$ cat src/hdl/preproc_cfg.svh
`ifndef PREPROC_CFG_SVH
`define PREPROC_CFG_SVH

// Number of time-multiplexed input channels
`define PREPROC_NR_CHANNELS 4

// Signed sample width on the data path
`define PREPROC_DATA_WIDTH 16

// EMA weight, scaled by 2**PREPROC_ALPHA_WIDTH
`define PREPROC_ALPHA_WIDTH 8

// Shift amounts for input and output scaling
`define PREPROC_SHIFT_WIDTH 4

// Entries in each per-channel output FIFO
`define PREPROC_FIFO_DEPTH 4

// Subsampling counter and register
`define PREPROC_SUBSAMPL_WIDTH 16

// Config bus
`define PREPROC_ADDR_WIDTH 12
`define PREPROC_WORD_WIDTH 32

`endif

$ cat src/hdl/preproc_pkg.sv
`default_nettype none

`include "preproc_cfg.svh"

package preproc_pkg;

  // Data path sample, two's complement
  typedef logic signed [`PREPROC_DATA_WIDTH-1:0] sample_t;
  typedef logic [`PREPROC_ALPHA_WIDTH-1:0] alpha_t;
  typedef logic [`PREPROC_SHIFT_WIDTH-1:0] shift_t;

  // One bit per channel, bit i is channel i
  typedef logic [`PREPROC_NR_CHANNELS-1:0] chan_mask_t;
  typedef logic [$clog2(`PREPROC_NR_CHANNELS)-1:0] chan_idx_t;

  // Frames to drop between kept frames
  typedef logic [`PREPROC_SUBSAMPL_WIDTH-1:0] subsampl_t;

  // FIFO addressing and fill level (0 .. depth)
  typedef logic [$clog2(`PREPROC_FIFO_DEPTH)-1:0] fifo_ptr_t;
  typedef logic [$clog2(`PREPROC_FIFO_DEPTH+1)-1:0] fifo_cnt_t;

  // EMA sum of two weighted samples, with sign headroom
  typedef logic signed [`PREPROC_DATA_WIDTH+`PREPROC_ALPHA_WIDTH+1:0] ema_acc_t;

endpackage

`default_nettype wire

$ cat src/hdl/preproc_reg_pkg.sv
`default_nettype none

`include "preproc_cfg.svh"

package preproc_reg_pkg;

  typedef logic [`PREPROC_ADDR_WIDTH-1:0] addr_t;
  typedef logic [`PREPROC_WORD_WIDTH-1:0] word_t;

  // Per-channel banks, channel index in addr[3:2]
  localparam addr_t REG_CHAN_CFG_BASE    = 'h000;
  localparam addr_t REG_PRE_OFFSET_BASE  = 'h100;
  localparam addr_t REG_POST_OFFSET_BASE = 'h200;

  // Global registers
  localparam addr_t REG_SUBSAMPLING = 'h300;
  localparam addr_t REG_SOFT_RESET  = 'h304;

  // Channel config word layout
  localparam int unsigned CFG_CHAN_EN_BIT   = 0;
  localparam int unsigned CFG_OFFREM_EN_BIT = 1;
  localparam int unsigned CFG_ALPHA_LSB     = 2;
  localparam int unsigned CFG_SHL_LSB       = 10;
  localparam int unsigned CFG_SHR_LSB       = 14;
  // Stored bits of a config word, upper bits read as zero
  localparam int unsigned CFG_WORD_BITS     = CFG_SHR_LSB + `PREPROC_SHIFT_WIDTH;

  // Returned for reads of unmapped addresses
  localparam word_t ILLEGAL_READ_DATA = 32'hDEADDA7A;

  typedef enum logic [2:0] {
    BANK_CHAN_CFG,
    BANK_PRE_OFFSET,
    BANK_POST_OFFSET,
    BANK_GLOBAL,
    BANK_NONE
  } reg_bank_e;

endpackage

`default_nettype wire

$ cat src/hdl/input_sequencer.sv
`timescale 1ns/1ns
`default_nettype none

`include "preproc_cfg.svh"

module input_sequencer (
  input  logic                    clk_i,
  input  logic                    rst_ni,
  input  logic                    soft_reset_i,
  input  preproc_pkg::chan_mask_t chan_en_i,
  input  logic                    idata_valid_i,
  input  preproc_pkg::chan_mask_t fifo_full_i,
  output logic                    idata_ready_o,
  output logic                    accept_o,
  output preproc_pkg::chan_mask_t active_chan_o,
  output preproc_pkg::chan_idx_t  active_idx_o,
  output logic                    last_in_frame_o
);

  import preproc_pkg::*;

  // Channels still waiting for a sample in this frame
  chan_mask_t pending_q;
  chan_mask_t pending_d;
  chan_mask_t remaining;

  // Lowest pending channel, one-hot
  assign active_chan_o = pending_q & (~pending_q + 1'b1);

  always_comb begin
    active_idx_o = '0;
    for (int i = 0; i < `PREPROC_NR_CHANNELS; i++) begin
      if (active_chan_o[i]) begin
        active_idx_o = chan_idx_t'(i);
      end
    end
  end

  // Stall while the active channel's FIFO is full
  assign idata_ready_o = idata_valid_i & (|active_chan_o) & ~|(fifo_full_i & active_chan_o);
  assign accept_o      = idata_valid_i & idata_ready_o;

  assign remaining       = pending_q ^ active_chan_o;
  assign last_in_frame_o = accept_o & (remaining == '0);

  always_comb begin
    pending_d = pending_q;
    if (soft_reset_i) begin
      pending_d = chan_en_i;
    end else if (accept_o) begin
      // Frame done, start again from the enables
      pending_d = last_in_frame_o ? chan_en_i : remaining;
    end
  end

  always_ff @(posedge clk_i or negedge rst_ni) begin
    if (!rst_ni) begin
      pending_q <= '0;
    end else begin
      pending_q <= pending_d;
    end
  end

endmodule

`default_nettype wire

$ cat src/hdl/offset_removal.sv
`timescale 1ns/1ns
`default_nettype none

`include "preproc_cfg.svh"

module offset_removal (
  input  logic                    clk_i,
  input  logic                    rst_ni,
  input  logic                    soft_reset_i,
  input  logic                    accept_i,
  input  preproc_pkg::chan_idx_t  active_idx_i,
  input  preproc_pkg::sample_t    idata_i,
  input  preproc_pkg::chan_mask_t offrem_en_i,
  input  preproc_pkg::alpha_t     alpha_i       [`PREPROC_NR_CHANNELS],
  input  preproc_pkg::shift_t     shl_i         [`PREPROC_NR_CHANNELS],
  input  preproc_pkg::shift_t     shr_i         [`PREPROC_NR_CHANNELS],
  input  preproc_pkg::sample_t    pre_offset_i  [`PREPROC_NR_CHANNELS],
  input  preproc_pkg::sample_t    post_offset_i [`PREPROC_NR_CHANNELS],
  output preproc_pkg::sample_t    sample_o
);

  import preproc_pkg::*;

  // Running mean per channel
  sample_t ema_q [`PREPROC_NR_CHANNELS];

  logic                                offrem_act;
  sample_t                             cond;
  sample_t                             centered;
  logic [`PREPROC_DATA_WIDTH-1:0]      post_sum;
  logic signed [`PREPROC_ALPHA_WIDTH+1:0] alpha_w;
  logic signed [`PREPROC_ALPHA_WIDTH+1:0] alpha_inv;
  ema_acc_t                            ema_acc;
  sample_t                             ema_new;

  assign offrem_act = offrem_en_i[active_idx_i];

  ////////////////////
  // Sample path
  ////////////////////

  // Input scaling and pre-offset, wraps at 16 bits
  assign cond = (idata_i << shl_i[active_idx_i]) + pre_offset_i[active_idx_i];

  // Subtract the mean seen before this sample
  assign centered = offrem_act ? cond - ema_q[active_idx_i] : cond;

  // Post-offset, then logical right shift
  assign post_sum = centered + post_offset_i[active_idx_i];
  assign sample_o = sample_t'(post_sum >> shr_i[active_idx_i]);

  ////////////////////
  // EMA update
  ////////////////////

  // Weights alpha and 256 - alpha, both non-negative
  assign alpha_w   = {2'b00, alpha_i[active_idx_i]};
  assign alpha_inv = {2'b01, {`PREPROC_ALPHA_WIDTH{1'b0}}} - alpha_w;

  assign ema_acc = ema_acc_t'(alpha_w) * ema_acc_t'(cond)
                 + ema_acc_t'(alpha_inv) * ema_acc_t'(ema_q[active_idx_i]);
  // Drop the weight scaling, keep the sign
  assign ema_new = sample_t'(ema_acc >>> `PREPROC_ALPHA_WIDTH);

  always_ff @(posedge clk_i or negedge rst_ni) begin
    if (!rst_ni) begin
      for (int i = 0; i < `PREPROC_NR_CHANNELS; i++) begin
        ema_q[i] <= '0;
      end
    end else if (soft_reset_i) begin
      for (int i = 0; i < `PREPROC_NR_CHANNELS; i++) begin
        ema_q[i] <= '0;
      end
    end else if (accept_i && offrem_act) begin
      ema_q[active_idx_i] <= ema_new;
    end
  end

endmodule

`default_nettype wire

$ cat src/hdl/output_buffer.sv
`timescale 1ns/1ns
`default_nettype none

`include "preproc_cfg.svh"

module output_buffer (
  input  logic                    clk_i,
  input  logic                    rst_ni,
  input  logic                    soft_reset_i,
  input  preproc_pkg::chan_mask_t chan_en_i,
  input  preproc_pkg::subsampl_t  subsampl_i,
  input  logic                    accept_i,
  input  preproc_pkg::chan_mask_t active_chan_i,
  input  logic                    last_in_frame_i,
  input  preproc_pkg::sample_t    sample_i,
  input  logic                    odata_switch_channel_i,
  input  logic                    odata_ack_sample_i,
  output preproc_pkg::chan_mask_t fifo_full_o,
  output preproc_pkg::sample_t    odata_o,
  output logic                    odata_valid_o
);

  import preproc_pkg::*;

  subsampl_t sub_cnt_q;

  // Circular FIFOs, one row per channel
  sample_t   fifo_mem [`PREPROC_NR_CHANNELS][`PREPROC_FIFO_DEPTH];
  fifo_ptr_t wr_ptr_q [`PREPROC_NR_CHANNELS];
  fifo_ptr_t rd_ptr_q [`PREPROC_NR_CHANNELS];
  fifo_cnt_t fill_q   [`PREPROC_NR_CHANNELS];

  chan_mask_t push;
  chan_mask_t pop;
  chan_mask_t empty;

  // Output selection, remaining channels of the round
  chan_mask_t sel_q;
  chan_mask_t selected;
  chan_mask_t sel_rest;

  function automatic fifo_ptr_t ptr_next(fifo_ptr_t ptr);
    return (ptr == fifo_ptr_t'(`PREPROC_FIFO_DEPTH - 1)) ? '0 : ptr + 1'b1;
  endfunction

  ////////////////////
  // Subsampling
  ////////////////////

  // Counter steps once per completed frame
  always_ff @(posedge clk_i or negedge rst_ni) begin
    if (!rst_ni) begin
      sub_cnt_q <= '0;
    end else if (soft_reset_i) begin
      sub_cnt_q <= '0;
    end else if (accept_i && last_in_frame_i) begin
      sub_cnt_q <= (sub_cnt_q == subsampl_i) ? '0 : sub_cnt_q + 1'b1;
    end
  end

  // Only frames with a zero count are kept
  assign push = (accept_i && sub_cnt_q == '0) ? active_chan_i : '0;

  ////////////////////
  // Channel FIFOs
  ////////////////////

  for (genvar i = 0; i < `PREPROC_NR_CHANNELS; i++) begin : g_flags
    assign empty[i]       = (fill_q[i] == '0);
    assign fifo_full_o[i] = (fill_q[i] == fifo_cnt_t'(`PREPROC_FIFO_DEPTH));
    // Ack drains every enabled channel, empty ones ignore it
    assign pop[i]         = odata_ack_sample_i & chan_en_i[i] & ~empty[i];
  end

  always_ff @(posedge clk_i or negedge rst_ni) begin
    if (!rst_ni) begin
      for (int i = 0; i < `PREPROC_NR_CHANNELS; i++) begin
        wr_ptr_q[i] <= '0;
        rd_ptr_q[i] <= '0;
        fill_q[i]   <= '0;
      end
    end else begin
      for (int i = 0; i < `PREPROC_NR_CHANNELS; i++) begin
        if (soft_reset_i) begin
          wr_ptr_q[i] <= '0;
          rd_ptr_q[i] <= '0;
          fill_q[i]   <= '0;
        end else begin
          if (push[i]) begin
            wr_ptr_q[i] <= ptr_next(wr_ptr_q[i]);
          end
          if (pop[i]) begin
            rd_ptr_q[i] <= ptr_next(rd_ptr_q[i]);
          end
          fill_q[i] <= fill_q[i] + fifo_cnt_t'(push[i]) - fifo_cnt_t'(pop[i]);
        end
      end
    end
  end

  // Storage
  always_ff @(posedge clk_i) begin
    for (int i = 0; i < `PREPROC_NR_CHANNELS; i++) begin
      if (push[i]) begin
        fifo_mem[i][wr_ptr_q[i]] <= sample_i;
      end
    end
  end

  ////////////////////
  // Output select
  ////////////////////

  // Lowest remaining channel is shown
  assign selected = sel_q & (~sel_q + 1'b1);
  assign sel_rest = sel_q ^ selected;

  always_ff @(posedge clk_i or negedge rst_ni) begin
    if (!rst_ni) begin
      sel_q <= '0;
    end else if (soft_reset_i) begin
      sel_q <= chan_en_i;
    end else if (odata_switch_channel_i) begin
      sel_q <= (sel_rest == '0) ? chan_en_i : sel_rest;
    end
  end

  assign odata_valid_o = |(selected & ~empty);

  // Head of the selected FIFO
  always_comb begin
    odata_o = '0;
    for (int i = 0; i < `PREPROC_NR_CHANNELS; i++) begin
      if (selected[i]) begin
        odata_o = fifo_mem[i][rd_ptr_q[i]];
      end
    end
  end

endmodule

`default_nettype wire

$ cat src/hdl/preproc_cfg_regs.sv
`timescale 1ns/1ns
`default_nettype none

`include "preproc_cfg.svh"

module preproc_cfg_regs (
  input  logic                       clk_i,
  input  logic                       rst_ni,
  // Config bus
  input  logic                       cfg_req_i,
  input  logic                       cfg_we_i,
  input  preproc_reg_pkg::addr_t     cfg_addr_i,
  input  preproc_reg_pkg::word_t     cfg_wdata_i,
  output logic                       cfg_gnt_o,
  output preproc_reg_pkg::word_t     cfg_rdata_o,
  output logic                       cfg_rvalid_o,
  output logic                       soft_reset_o,
  // Per-channel configuration
  output preproc_pkg::chan_mask_t    chan_en_o,
  output preproc_pkg::chan_mask_t    offrem_en_o,
  output preproc_pkg::alpha_t        alpha_o       [`PREPROC_NR_CHANNELS],
  output preproc_pkg::shift_t        shl_o         [`PREPROC_NR_CHANNELS],
  output preproc_pkg::shift_t        shr_o         [`PREPROC_NR_CHANNELS],
  output preproc_pkg::sample_t       pre_offset_o  [`PREPROC_NR_CHANNELS],
  output preproc_pkg::sample_t       post_offset_o [`PREPROC_NR_CHANNELS],
  output preproc_pkg::subsampl_t     subsampl_o
);

  import preproc_pkg::*;
  import preproc_reg_pkg::*;

  logic [CFG_WORD_BITS-1:0] chan_cfg_q [`PREPROC_NR_CHANNELS];
  sample_t                  pre_offset_q  [`PREPROC_NR_CHANNELS];
  sample_t                  post_offset_q [`PREPROC_NR_CHANNELS];
  subsampl_t                subsampl_q;

  reg_bank_e bank;
  chan_idx_t chan_idx;
  logic      write_en;
  logic      read_en;
  word_t     rdata_d;
  word_t     rdata_q;
  logic      rvalid_q;

  // Every request is granted at once
  assign cfg_gnt_o = cfg_req_i;
  assign write_en  = cfg_req_i & cfg_we_i;
  assign read_en   = cfg_req_i & ~cfg_we_i;

  ////////////////////
  // Address decode
  ////////////////////

  always_comb begin
    bank     = BANK_NONE;
    chan_idx = cfg_addr_i[3:2];
    // Channel banks only map indices below the channel count
    if (cfg_addr_i[7:2] < `PREPROC_NR_CHANNELS) begin
      if (cfg_addr_i[11:8] == REG_CHAN_CFG_BASE[11:8]) begin
        bank = BANK_CHAN_CFG;
      end else if (cfg_addr_i[11:8] == REG_PRE_OFFSET_BASE[11:8]) begin
        bank = BANK_PRE_OFFSET;
      end else if (cfg_addr_i[11:8] == REG_POST_OFFSET_BASE[11:8]) begin
        bank = BANK_POST_OFFSET;
      end
    end
    // Global registers need an exact match
    if (cfg_addr_i == REG_SUBSAMPLING || cfg_addr_i == REG_SOFT_RESET) begin
      bank = BANK_GLOBAL;
    end
  end

  ////////////////////
  // Register writes
  ////////////////////

  always_ff @(posedge clk_i or negedge rst_ni) begin
    if (!rst_ni) begin
      for (int i = 0; i < `PREPROC_NR_CHANNELS; i++) begin
        chan_cfg_q[i]    <= '0;
        pre_offset_q[i]  <= '0;
        post_offset_q[i] <= '0;
      end
      subsampl_q <= '0;
    end else if (write_en) begin
      case (bank)
        BANK_CHAN_CFG:    chan_cfg_q[chan_idx]    <= cfg_wdata_i[CFG_WORD_BITS-1:0];
        BANK_PRE_OFFSET:  pre_offset_q[chan_idx]  <= cfg_wdata_i[`PREPROC_DATA_WIDTH-1:0];
        BANK_POST_OFFSET: post_offset_q[chan_idx] <= cfg_wdata_i[`PREPROC_DATA_WIDTH-1:0];
        BANK_GLOBAL: begin
          if (cfg_addr_i == REG_SUBSAMPLING) begin
            subsampl_q <= cfg_wdata_i[`PREPROC_SUBSAMPL_WIDTH-1:0];
          end
        end
        // Unmapped, write dropped
        default: ;
      endcase
    end
  end

  // Strobe in the request cycle, state clears at the next edge
  assign soft_reset_o = write_en & (cfg_addr_i == REG_SOFT_RESET);

  ////////////////////
  // Read-back
  ////////////////////

  always_comb begin
    rdata_d = '0;
    case (bank)
      BANK_CHAN_CFG:    rdata_d[CFG_WORD_BITS-1:0] = chan_cfg_q[chan_idx];
      BANK_PRE_OFFSET:  rdata_d[`PREPROC_DATA_WIDTH-1:0] = pre_offset_q[chan_idx];
      BANK_POST_OFFSET: rdata_d[`PREPROC_DATA_WIDTH-1:0] = post_offset_q[chan_idx];
      BANK_GLOBAL: begin
        // Soft reset address reads as zero
        if (cfg_addr_i == REG_SUBSAMPLING) begin
          rdata_d[`PREPROC_SUBSAMPL_WIDTH-1:0] = subsampl_q;
        end
      end
      default: rdata_d = ILLEGAL_READ_DATA;
    endcase
  end

  always_ff @(posedge clk_i or negedge rst_ni) begin
    if (!rst_ni) begin
      rvalid_q <= 1'b0;
    end else begin
      rvalid_q <= read_en;
    end
  end

  always_ff @(posedge clk_i) begin
    if (read_en) begin
      rdata_q <= rdata_d;
    end
  end

  assign cfg_rdata_o  = rdata_q;
  assign cfg_rvalid_o = rvalid_q;

  // Split the config words into their fields
  for (genvar i = 0; i < `PREPROC_NR_CHANNELS; i++) begin : g_fields
    assign chan_en_o[i]     = chan_cfg_q[i][CFG_CHAN_EN_BIT];
    assign offrem_en_o[i]   = chan_cfg_q[i][CFG_OFFREM_EN_BIT];
    assign alpha_o[i]       = chan_cfg_q[i][CFG_ALPHA_LSB +: `PREPROC_ALPHA_WIDTH];
    assign shl_o[i]         = chan_cfg_q[i][CFG_SHL_LSB +: `PREPROC_SHIFT_WIDTH];
    assign shr_o[i]         = chan_cfg_q[i][CFG_SHR_LSB +: `PREPROC_SHIFT_WIDTH];
    assign pre_offset_o[i]  = pre_offset_q[i];
    assign post_offset_o[i] = post_offset_q[i];
  end

  assign subsampl_o = subsampl_q;

endmodule

`default_nettype wire

$ cat src/hdl/preproc_top.sv
`timescale 1ns/1ns
`default_nettype none

`include "preproc_cfg.svh"

module preproc_top (
  input  logic                   clk_i,
  input  logic                   rst_ni,
  // Config bus
  input  logic                   cfg_req_i,
  output logic                   cfg_gnt_o,
  input  logic                   cfg_we_i,
  input  preproc_reg_pkg::addr_t cfg_addr_i,
  input  preproc_reg_pkg::word_t cfg_wdata_i,
  output preproc_reg_pkg::word_t cfg_rdata_o,
  output logic                   cfg_rvalid_o,
  // Input stream
  input  preproc_pkg::sample_t   idata_i,
  input  logic                   idata_valid_i,
  output logic                   idata_ready_o,
  // Output side
  output preproc_pkg::sample_t   odata_o,
  output logic                   odata_valid_o,
  input  logic                   odata_switch_channel_i,
  input  logic                   odata_ack_sample_i
);

  import preproc_pkg::*;

  // Configuration
  chan_mask_t chan_en;
  chan_mask_t offrem_en;
  alpha_t     alpha       [`PREPROC_NR_CHANNELS];
  shift_t     shl         [`PREPROC_NR_CHANNELS];
  shift_t     shr         [`PREPROC_NR_CHANNELS];
  sample_t    pre_offset  [`PREPROC_NR_CHANNELS];
  sample_t    post_offset [`PREPROC_NR_CHANNELS];
  subsampl_t  subsampl;
  logic       soft_reset;

  // Sequencing and data
  chan_mask_t fifo_full;
  chan_mask_t active_chan;
  chan_idx_t  active_idx;
  logic       accept;
  logic       last_in_frame;
  sample_t    proc_sample;

  preproc_cfg_regs i_cfg_regs (
    .clk_i         (clk_i),
    .rst_ni        (rst_ni),
    .cfg_req_i     (cfg_req_i),
    .cfg_we_i      (cfg_we_i),
    .cfg_addr_i    (cfg_addr_i),
    .cfg_wdata_i   (cfg_wdata_i),
    .cfg_gnt_o     (cfg_gnt_o),
    .cfg_rdata_o   (cfg_rdata_o),
    .cfg_rvalid_o  (cfg_rvalid_o),
    .soft_reset_o  (soft_reset),
    .chan_en_o     (chan_en),
    .offrem_en_o   (offrem_en),
    .alpha_o       (alpha),
    .shl_o         (shl),
    .shr_o         (shr),
    .pre_offset_o  (pre_offset),
    .post_offset_o (post_offset),
    .subsampl_o    (subsampl)
  );

  input_sequencer i_input_sequencer (
    .clk_i           (clk_i),
    .rst_ni          (rst_ni),
    .soft_reset_i    (soft_reset),
    .chan_en_i       (chan_en),
    .idata_valid_i   (idata_valid_i),
    .fifo_full_i     (fifo_full),
    .idata_ready_o   (idata_ready_o),
    .accept_o        (accept),
    .active_chan_o   (active_chan),
    .active_idx_o    (active_idx),
    .last_in_frame_o (last_in_frame)
  );

  offset_removal i_offset_removal (
    .clk_i         (clk_i),
    .rst_ni        (rst_ni),
    .soft_reset_i  (soft_reset),
    .accept_i      (accept),
    .active_idx_i  (active_idx),
    .idata_i       (idata_i),
    .offrem_en_i   (offrem_en),
    .alpha_i       (alpha),
    .shl_i         (shl),
    .shr_i         (shr),
    .pre_offset_i  (pre_offset),
    .post_offset_i (post_offset),
    .sample_o      (proc_sample)
  );

  output_buffer i_output_buffer (
    .clk_i                  (clk_i),
    .rst_ni                 (rst_ni),
    .soft_reset_i           (soft_reset),
    .chan_en_i              (chan_en),
    .subsampl_i             (subsampl),
    .accept_i               (accept),
    .active_chan_i          (active_chan),
    .last_in_frame_i        (last_in_frame),
    .sample_i               (proc_sample),
    .odata_switch_channel_i (odata_switch_channel_i),
    .odata_ack_sample_i     (odata_ack_sample_i),
    .fifo_full_o            (fifo_full),
    .odata_o                (odata_o),
    .odata_valid_o          (odata_valid_o)
  );

endmodule

`default_nettype wire

$ cat config.mk
export PLATFORM = sky130hd
export DESIGN_NAME = preproc_top
export DESIGN_NICKNAME = d
export VERILOG_FILES = /design/src/hdl/preproc_pkg.sv /design/src/hdl/preproc_reg_pkg.sv /design/src/hdl/input_sequencer.sv /design/src/hdl/offset_removal.sv /design/src/hdl/output_buffer.sv /design/src/hdl/preproc_cfg_regs.sv /design/src/hdl/preproc_top.sv
export VERILOG_INCLUDE_DIRS = /design/src /design/src/hdl
export SDC_FILE = /design/constraint.sdc
export NUM_CORES = 2
export LEC_CHECK = 0
export BUFFER_PORTS_ARGS = -buffer_cell sky130_fd_sc_hd__buf_2
export CAP_MARGIN = 20
export CELL_PAD_IN_SITES_DETAIL_PLACEMENT = 1
export CELL_PAD_IN_SITES_GLOBAL_PLACEMENT = 2
export CORE_UTILIZATION = 25
export DETAILED_ROUTE_END_ITERATION = 10
export PLACE_DENSITY = 0.59
export SYNTH_ARGS = -nofsm -noshare
export SYNTH_HDL_FRONTEND = slang
export SYNTH_HIERARCHICAL = 1
export SYNTH_SLANG_ARGS = --single-unit
export TNS_END_PERCENT = 20
$ cat constraint.sdc
create_clock -name clk_i -period 12.5 [get_ports clk_i]
set_input_delay 0.625 -clock clk_i [delete_from_list [all_inputs] [get_ports clk_i]]
set_output_delay 0.625 -clock clk_i [all_outputs]
set_load 0.05 [all_outputs]
# Word-level counts from Yosys, hierarchy flattened
# Memories as Yosys holds them, arrays and structs flattened.
# Index checks and enable logic that the tools add are counted.
# totals
elab_cells	317
out_inout_bits	52
register_bits	365
inputBits	67
n_memories	1
ramBits	256
# op_classes
shift	2
bitwise_logic	39
muxes	133
n_mul	2
order_cmp	18
reduce_logical	44
n_eq_ne	20
addsub	24
# memory_table
memory	depth	width	read_ports	rd_ports_with_merged_regs	wr	line_no	source
i_output_buffer.fifo_mem	4	64	4	0	1	output_buffer.sv:28	sample_t fifo_mem [`PREPROC_NR_CHANNELS][`PREPROC_FIFO_DEPTH];
# op_table
operator	count
2-to-1 mux 64 bit	12
2-to-1 mux 16 bit	33
binary-select mux 16 bit (select 2 bit)	9
bitwise mux 64 bit	3
demux 16 bit (select 2 bit)	6
OR reduction 64 bit	3
bitwise mux 72 bit	1
case mux 16 bit (4 select lines)	1
2-to-1 mux 2 bit	29
2-to-1 mux 18 bit	3
2-to-1 mux 4 bit	11
binary-select mux 18 bit (select 2 bit)	1
demux 18 bit (select 2 bit)	1
adder 16 bit	2
greater-or-equal comparator 3 bit, second input constant	10
NOT 2 -> 3 bit	10
2-to-1 mux 3 bit	9
adder 24 bit	1
equality test 12 x 10 -> 1 bit, second input constant	2
multiplier 10 x 16 -> 24 bit	1
multiplier 9 x 16 -> 24 bit	1
nonzero test 2 bit	12
< comparator 3 x 1 -> 1 bit, second input constant	6
adder 16 x 1 -> 16 bit, second input constant	1
39 further kinds	114

# Longest topological paths before layout
# logic_depth
word_depth	19
mapped_depth	47
depth_no_buf	41

# Modules after synthesis
# The synthesis kept the hierarchy.
# modules_own_cells
mod	instances	cells_each	seq_area_each_um2	area_per_inst_um2
offset_removal	1	1871	1601.5	16928.7
output_buffer	1	749	8888.5	12798.5
preproc_cfg_regs	1	714	6000.8	10943.0
input_sequencer	1	47	100.1	397.9

# Worst setup path after synthesis
# No wires, ideal clock.
# synth_path
path_type	register to output
start	register i_output_buffer/rd_ptr_q[0] (netlist name)
end	output port odata_o[10]
arrival_time_ps	1900
path_slack_ps	9975
required_ps	11875
path_stages_with_launch	6
cell_sequence	dfrtp_1 buf_2 buf_2 mux4_2 a22oi_1 nand2_1
# synth_between
elab_chain_len	5
# synth_rtl
element	line_no	source
start, declared	output_buffer.sv:30	fifo_ptr_t rd_ptr_q [`PREPROC_NR_CHANNELS];
start signal, assigned by index	output_buffer.sv:93	rd_ptr_q[i] <= ptr_next(rd_ptr_q[i]);
NOT 2 -> 3 bit (implied by the code)	output_buffer.sv:135	odata_o = fifo_mem[i][rd_ptr_q[i]];
binary-select mux 16 bit (select 2 bit)	output_buffer.sv:135	
2-to-1 mux 16 bit (implied by the code) (2 in a row)	output_buffer.sv:135	
2-to-1 mux 16 bit	output_buffer.sv:134	if (selected[i]) begin
end, declared	preproc_top.sv:22	output preproc_pkg::sample_t odata_o,
# No other way between the ends. The select of a mux whose other input is x is not followed.

==> results.yml <==
run_status:
  status: "completed"
power_and_ir_drop:
  switching_share: 0.248
  power_mw: 4.46
  clkPwrFrac: 0.460
  p_int_mw: 3.35
  p_per_area_nw_per_um2: 96.0
  pwr-share-comb: 0.066
  peakVddDrop_mv: 0.0930
  power.net_switching_mw: 1.11
  seq_power_share: 0.474
  leakage_nw: 19.4
floorplanning:
  die_h_um: 407
  start_util: 0.252
  rows: 148
  ioPinCount: 119
  fp.dieArea_um2: 166000
  core_um2: 163000
  dieWidth_um: 407
route:
  via_per_inst: 4.69
  route.detailed.drc: 0
  first_pass_iters: 5
  drt_iter0_drc: 1413
  postRouteAntennaNets: 0
  via_count: 26700
  wl_um: 124000
  wl_per_cell_um: 21.8
yosys:
  synth_top_cells_by_count: "inv_1 (395), dfrtp_1 (333), edfxtp_1 (275)"
  syn_area_um2: 41100
  yosysWarnings: 6
  synth_top_area_frac: 0.203
  yosys-top-cells-area: "dfrtp_1 (20%), edfxtp_1 (20%), fa_1 (13%)"
  ys_seq_area_frac: 0.404
  avgSynthCellArea_um2: 12.1
  synth.distinct_cells: 96
  ys_ff_latch: 608
  synth_area_leader_cell: "dfrtp_1"
  syn_inst: 3381
  synth_edf_count: 275
  yosys.cell_count.top_type: "inv_1"
  synth_ff_type: "dfrtp_1"
  async_reset_ff_frac: 0.548
place:
  hpwlAfterDp_um: 90300
  post-place-ws_ns: 1.01
  place_congestion: 0.763
  io_buffers: 100
worst_setup_path:
  crit_slowest_cell: "fa_1"
  r2r_slack_ns: 1.05
  crit_family: "adder cells"
  crit_start: "i_input_sequencer/pending_q[1]"
  reg2reg_depth: 41
  worstSetupEndpointType: "flip-flop"
  crit_arrival_ns: 11.95
  cp_common_cell: "fa_1"
  endpoint: "i_offset_removal/ema_q[31]"
  cp_num_cells: 41
  crit_buf_inv: 6
  rr_endpoint: "i_offset_removal/ema_q[31]"
  crit_type: "reg -> reg"
  max_stage_delay_ns: 0.54
  regToRegStartpoint: "i_input_sequencer/pending_q[1]"
  cp-start-kind: "flip-flop"
  cp_data_required_time_ns: 13.00
  crit_fanout: 17
cts:
  cts_tree: "yes"
  htree_levels: 3
  post-cts-setup-buffers: 0
  clk_pin_slew_ns: 0.06
  clock_latency_ns: 0.66
  clockBufferDepth: 3
  ctsHoldBuffers: 0
  cts_resized: 0
  cts_made_buffers: 73
  cts-root-buf: "clkbuf_16"
  cts_sinks: 608
global_route:
  antenna_found_initial: 6
  overflow: 0
  grt.total_usage: 0.151
  grt_pass1_vias: 28800
  grt_max_degree: 102
  grt_pass1_wl_um: 190000
layout:
  post-route-util: 0.285
  drive_above_1_share: 0.217
  fill_cells: 18000
  area_growth_pct: 13.1
  nNetsFinal: 3954
timing:
  timing.setup.tns_ns: 0
  rsz0062_at_grt: "no"
  final-setup-viol-count: 0
  slew_headroom: 0.306
  fmax_ghz: 0.0873
  tightestPinTransition_ns: 1.04
  fin_skew_ns: 0.0196
  post-route-period-util: 0.916
  period_needed_ns: 11.45
  holdWs_ns: 0.0599
  finalMaxSlewViolations: 0
  hold_viol_final: 0
  fin_ws_ns: 1.05
worst_hold_path:
  hold_path.class: "in -> async"
flow_run:
  max_cap_violations: 0
[kinds of logic after synthesis]
| group | Yosys count | synth area share |
|---|---|---|
| multiplexers | 504 | 0.177 |
| buffers and inverters | 585 | 0.0599 |
| XOR/XNOR | 100 | 0.0220 |
| flip-flops | 608 | 0.404 |
| AND/OR/NAND/NOR | 731 | 0.0876 |
| other | 1 | 0.0000913 |
| adder cells (fa/ha/maj) | 424 | 0.177 |
| AO/OA/AOI/OAI | 428 | 0.0718 |
[per-stage QoR]
step	cells	instance area, um2
floorplan	3384	41100
global placement	5555	44100
detailed placement	5555	44100
CTS	5682	46300
global route	5691	46400
finish	5692	46400
[layout make-up]
cell class	count	area, um2	area share
antenna	1	2.50	0.0000539
multi-input combinational	2191	22100	0.476
tap	2175	2720	0.0586
clock inverter	36	294	0.00633
sequential	608	16600	0.357
clock buffer	91	1970	0.0424
timing repair buffer	192	1260	0.0271
inverter	398	1490	0.0322
[registers in the layout, indices dropped and copies added (netlist names)]
register                     cells
i_output_buffer/fill_q          12
i_cfg_regs/cfg_rdata_o          19
i_output_buffer/wr_ptr_q         8
i_output_buffer/sel_q            4
i_cfg_regs/post_offset_o        64
i_output_buffer/rd_ptr_q         8
i_cfg_regs/offrem_en_o           4
i_offset_removal/ema_q          64
i_cfg_regs/pre_offset_o         64
i_cfg_regs/subsampl_o           16
i_input_sequencer/pending_q      4
i_cfg_regs/alpha_o              32
i_cfg_regs/cfg_rvalid_o          1
i_output_buffer/sub_cnt_q       16
i_cfg_regs/shl_o                16
i_cfg_regs/chan_en_o             4
i_output_buffer/fifo_mem       256
i_cfg_regs/shr_o                16
[cells in the final DEF (no fill, tap or decap), drive strengths merged, types with 49 or more instances in the layout]
cell,instances
xnor2,61
dfrtp,333
a22oi,49
buf,191
mux2,260
a21oi,72
ha,160
inv,401
mux4,144
nand2,198
nor2,266
o21ai,69
mux2i,100
fa,263
clkbuf,92
edfxtp,275
a22o,59
[worst min-delay path by stage]
stage,start,to
global route,rst_ni,i_cfg_regs/pre_offset_o[44]
CTS,rst_ni,i_cfg_regs/pre_offset_o[41]
finish,rst_ni,i_cfg_regs/pre_offset_o[44]
detailed placement,i_offset_removal/ema_q[63],i_offset_removal/ema_q[63]
global placement,i_offset_removal/ema_q[32],i_offset_removal/ema_q[32]
floorplan,rst_ni,i_cfg_regs/alpha_o[0]
[metal layers]
metal	global-route usage	share of wire	vias to the layer above
li1	-	-	12000
met4	0.0354	0.020	0
met1	0.208	0.47	14200
met3	0.0216	0.033	120
met2	0.249	0.48	378
met5	0	0	-
[power by group through the flow]
stage / clock [mW] / combinational [mW] / sequential [mW]
floorplan: 0 / 0.164 / 2.16
global placement: 0 / 0.294 / 2.15
detailed placement: 0 / 0.297 / 2.15
CTS: 2.13 / 0.298 / 2.11
global route: 2.19 / 0.321 / 2.11
finish: 2.05 / 0.293 / 2.11
Note: power is estimated with default switching activity, not from simulation.
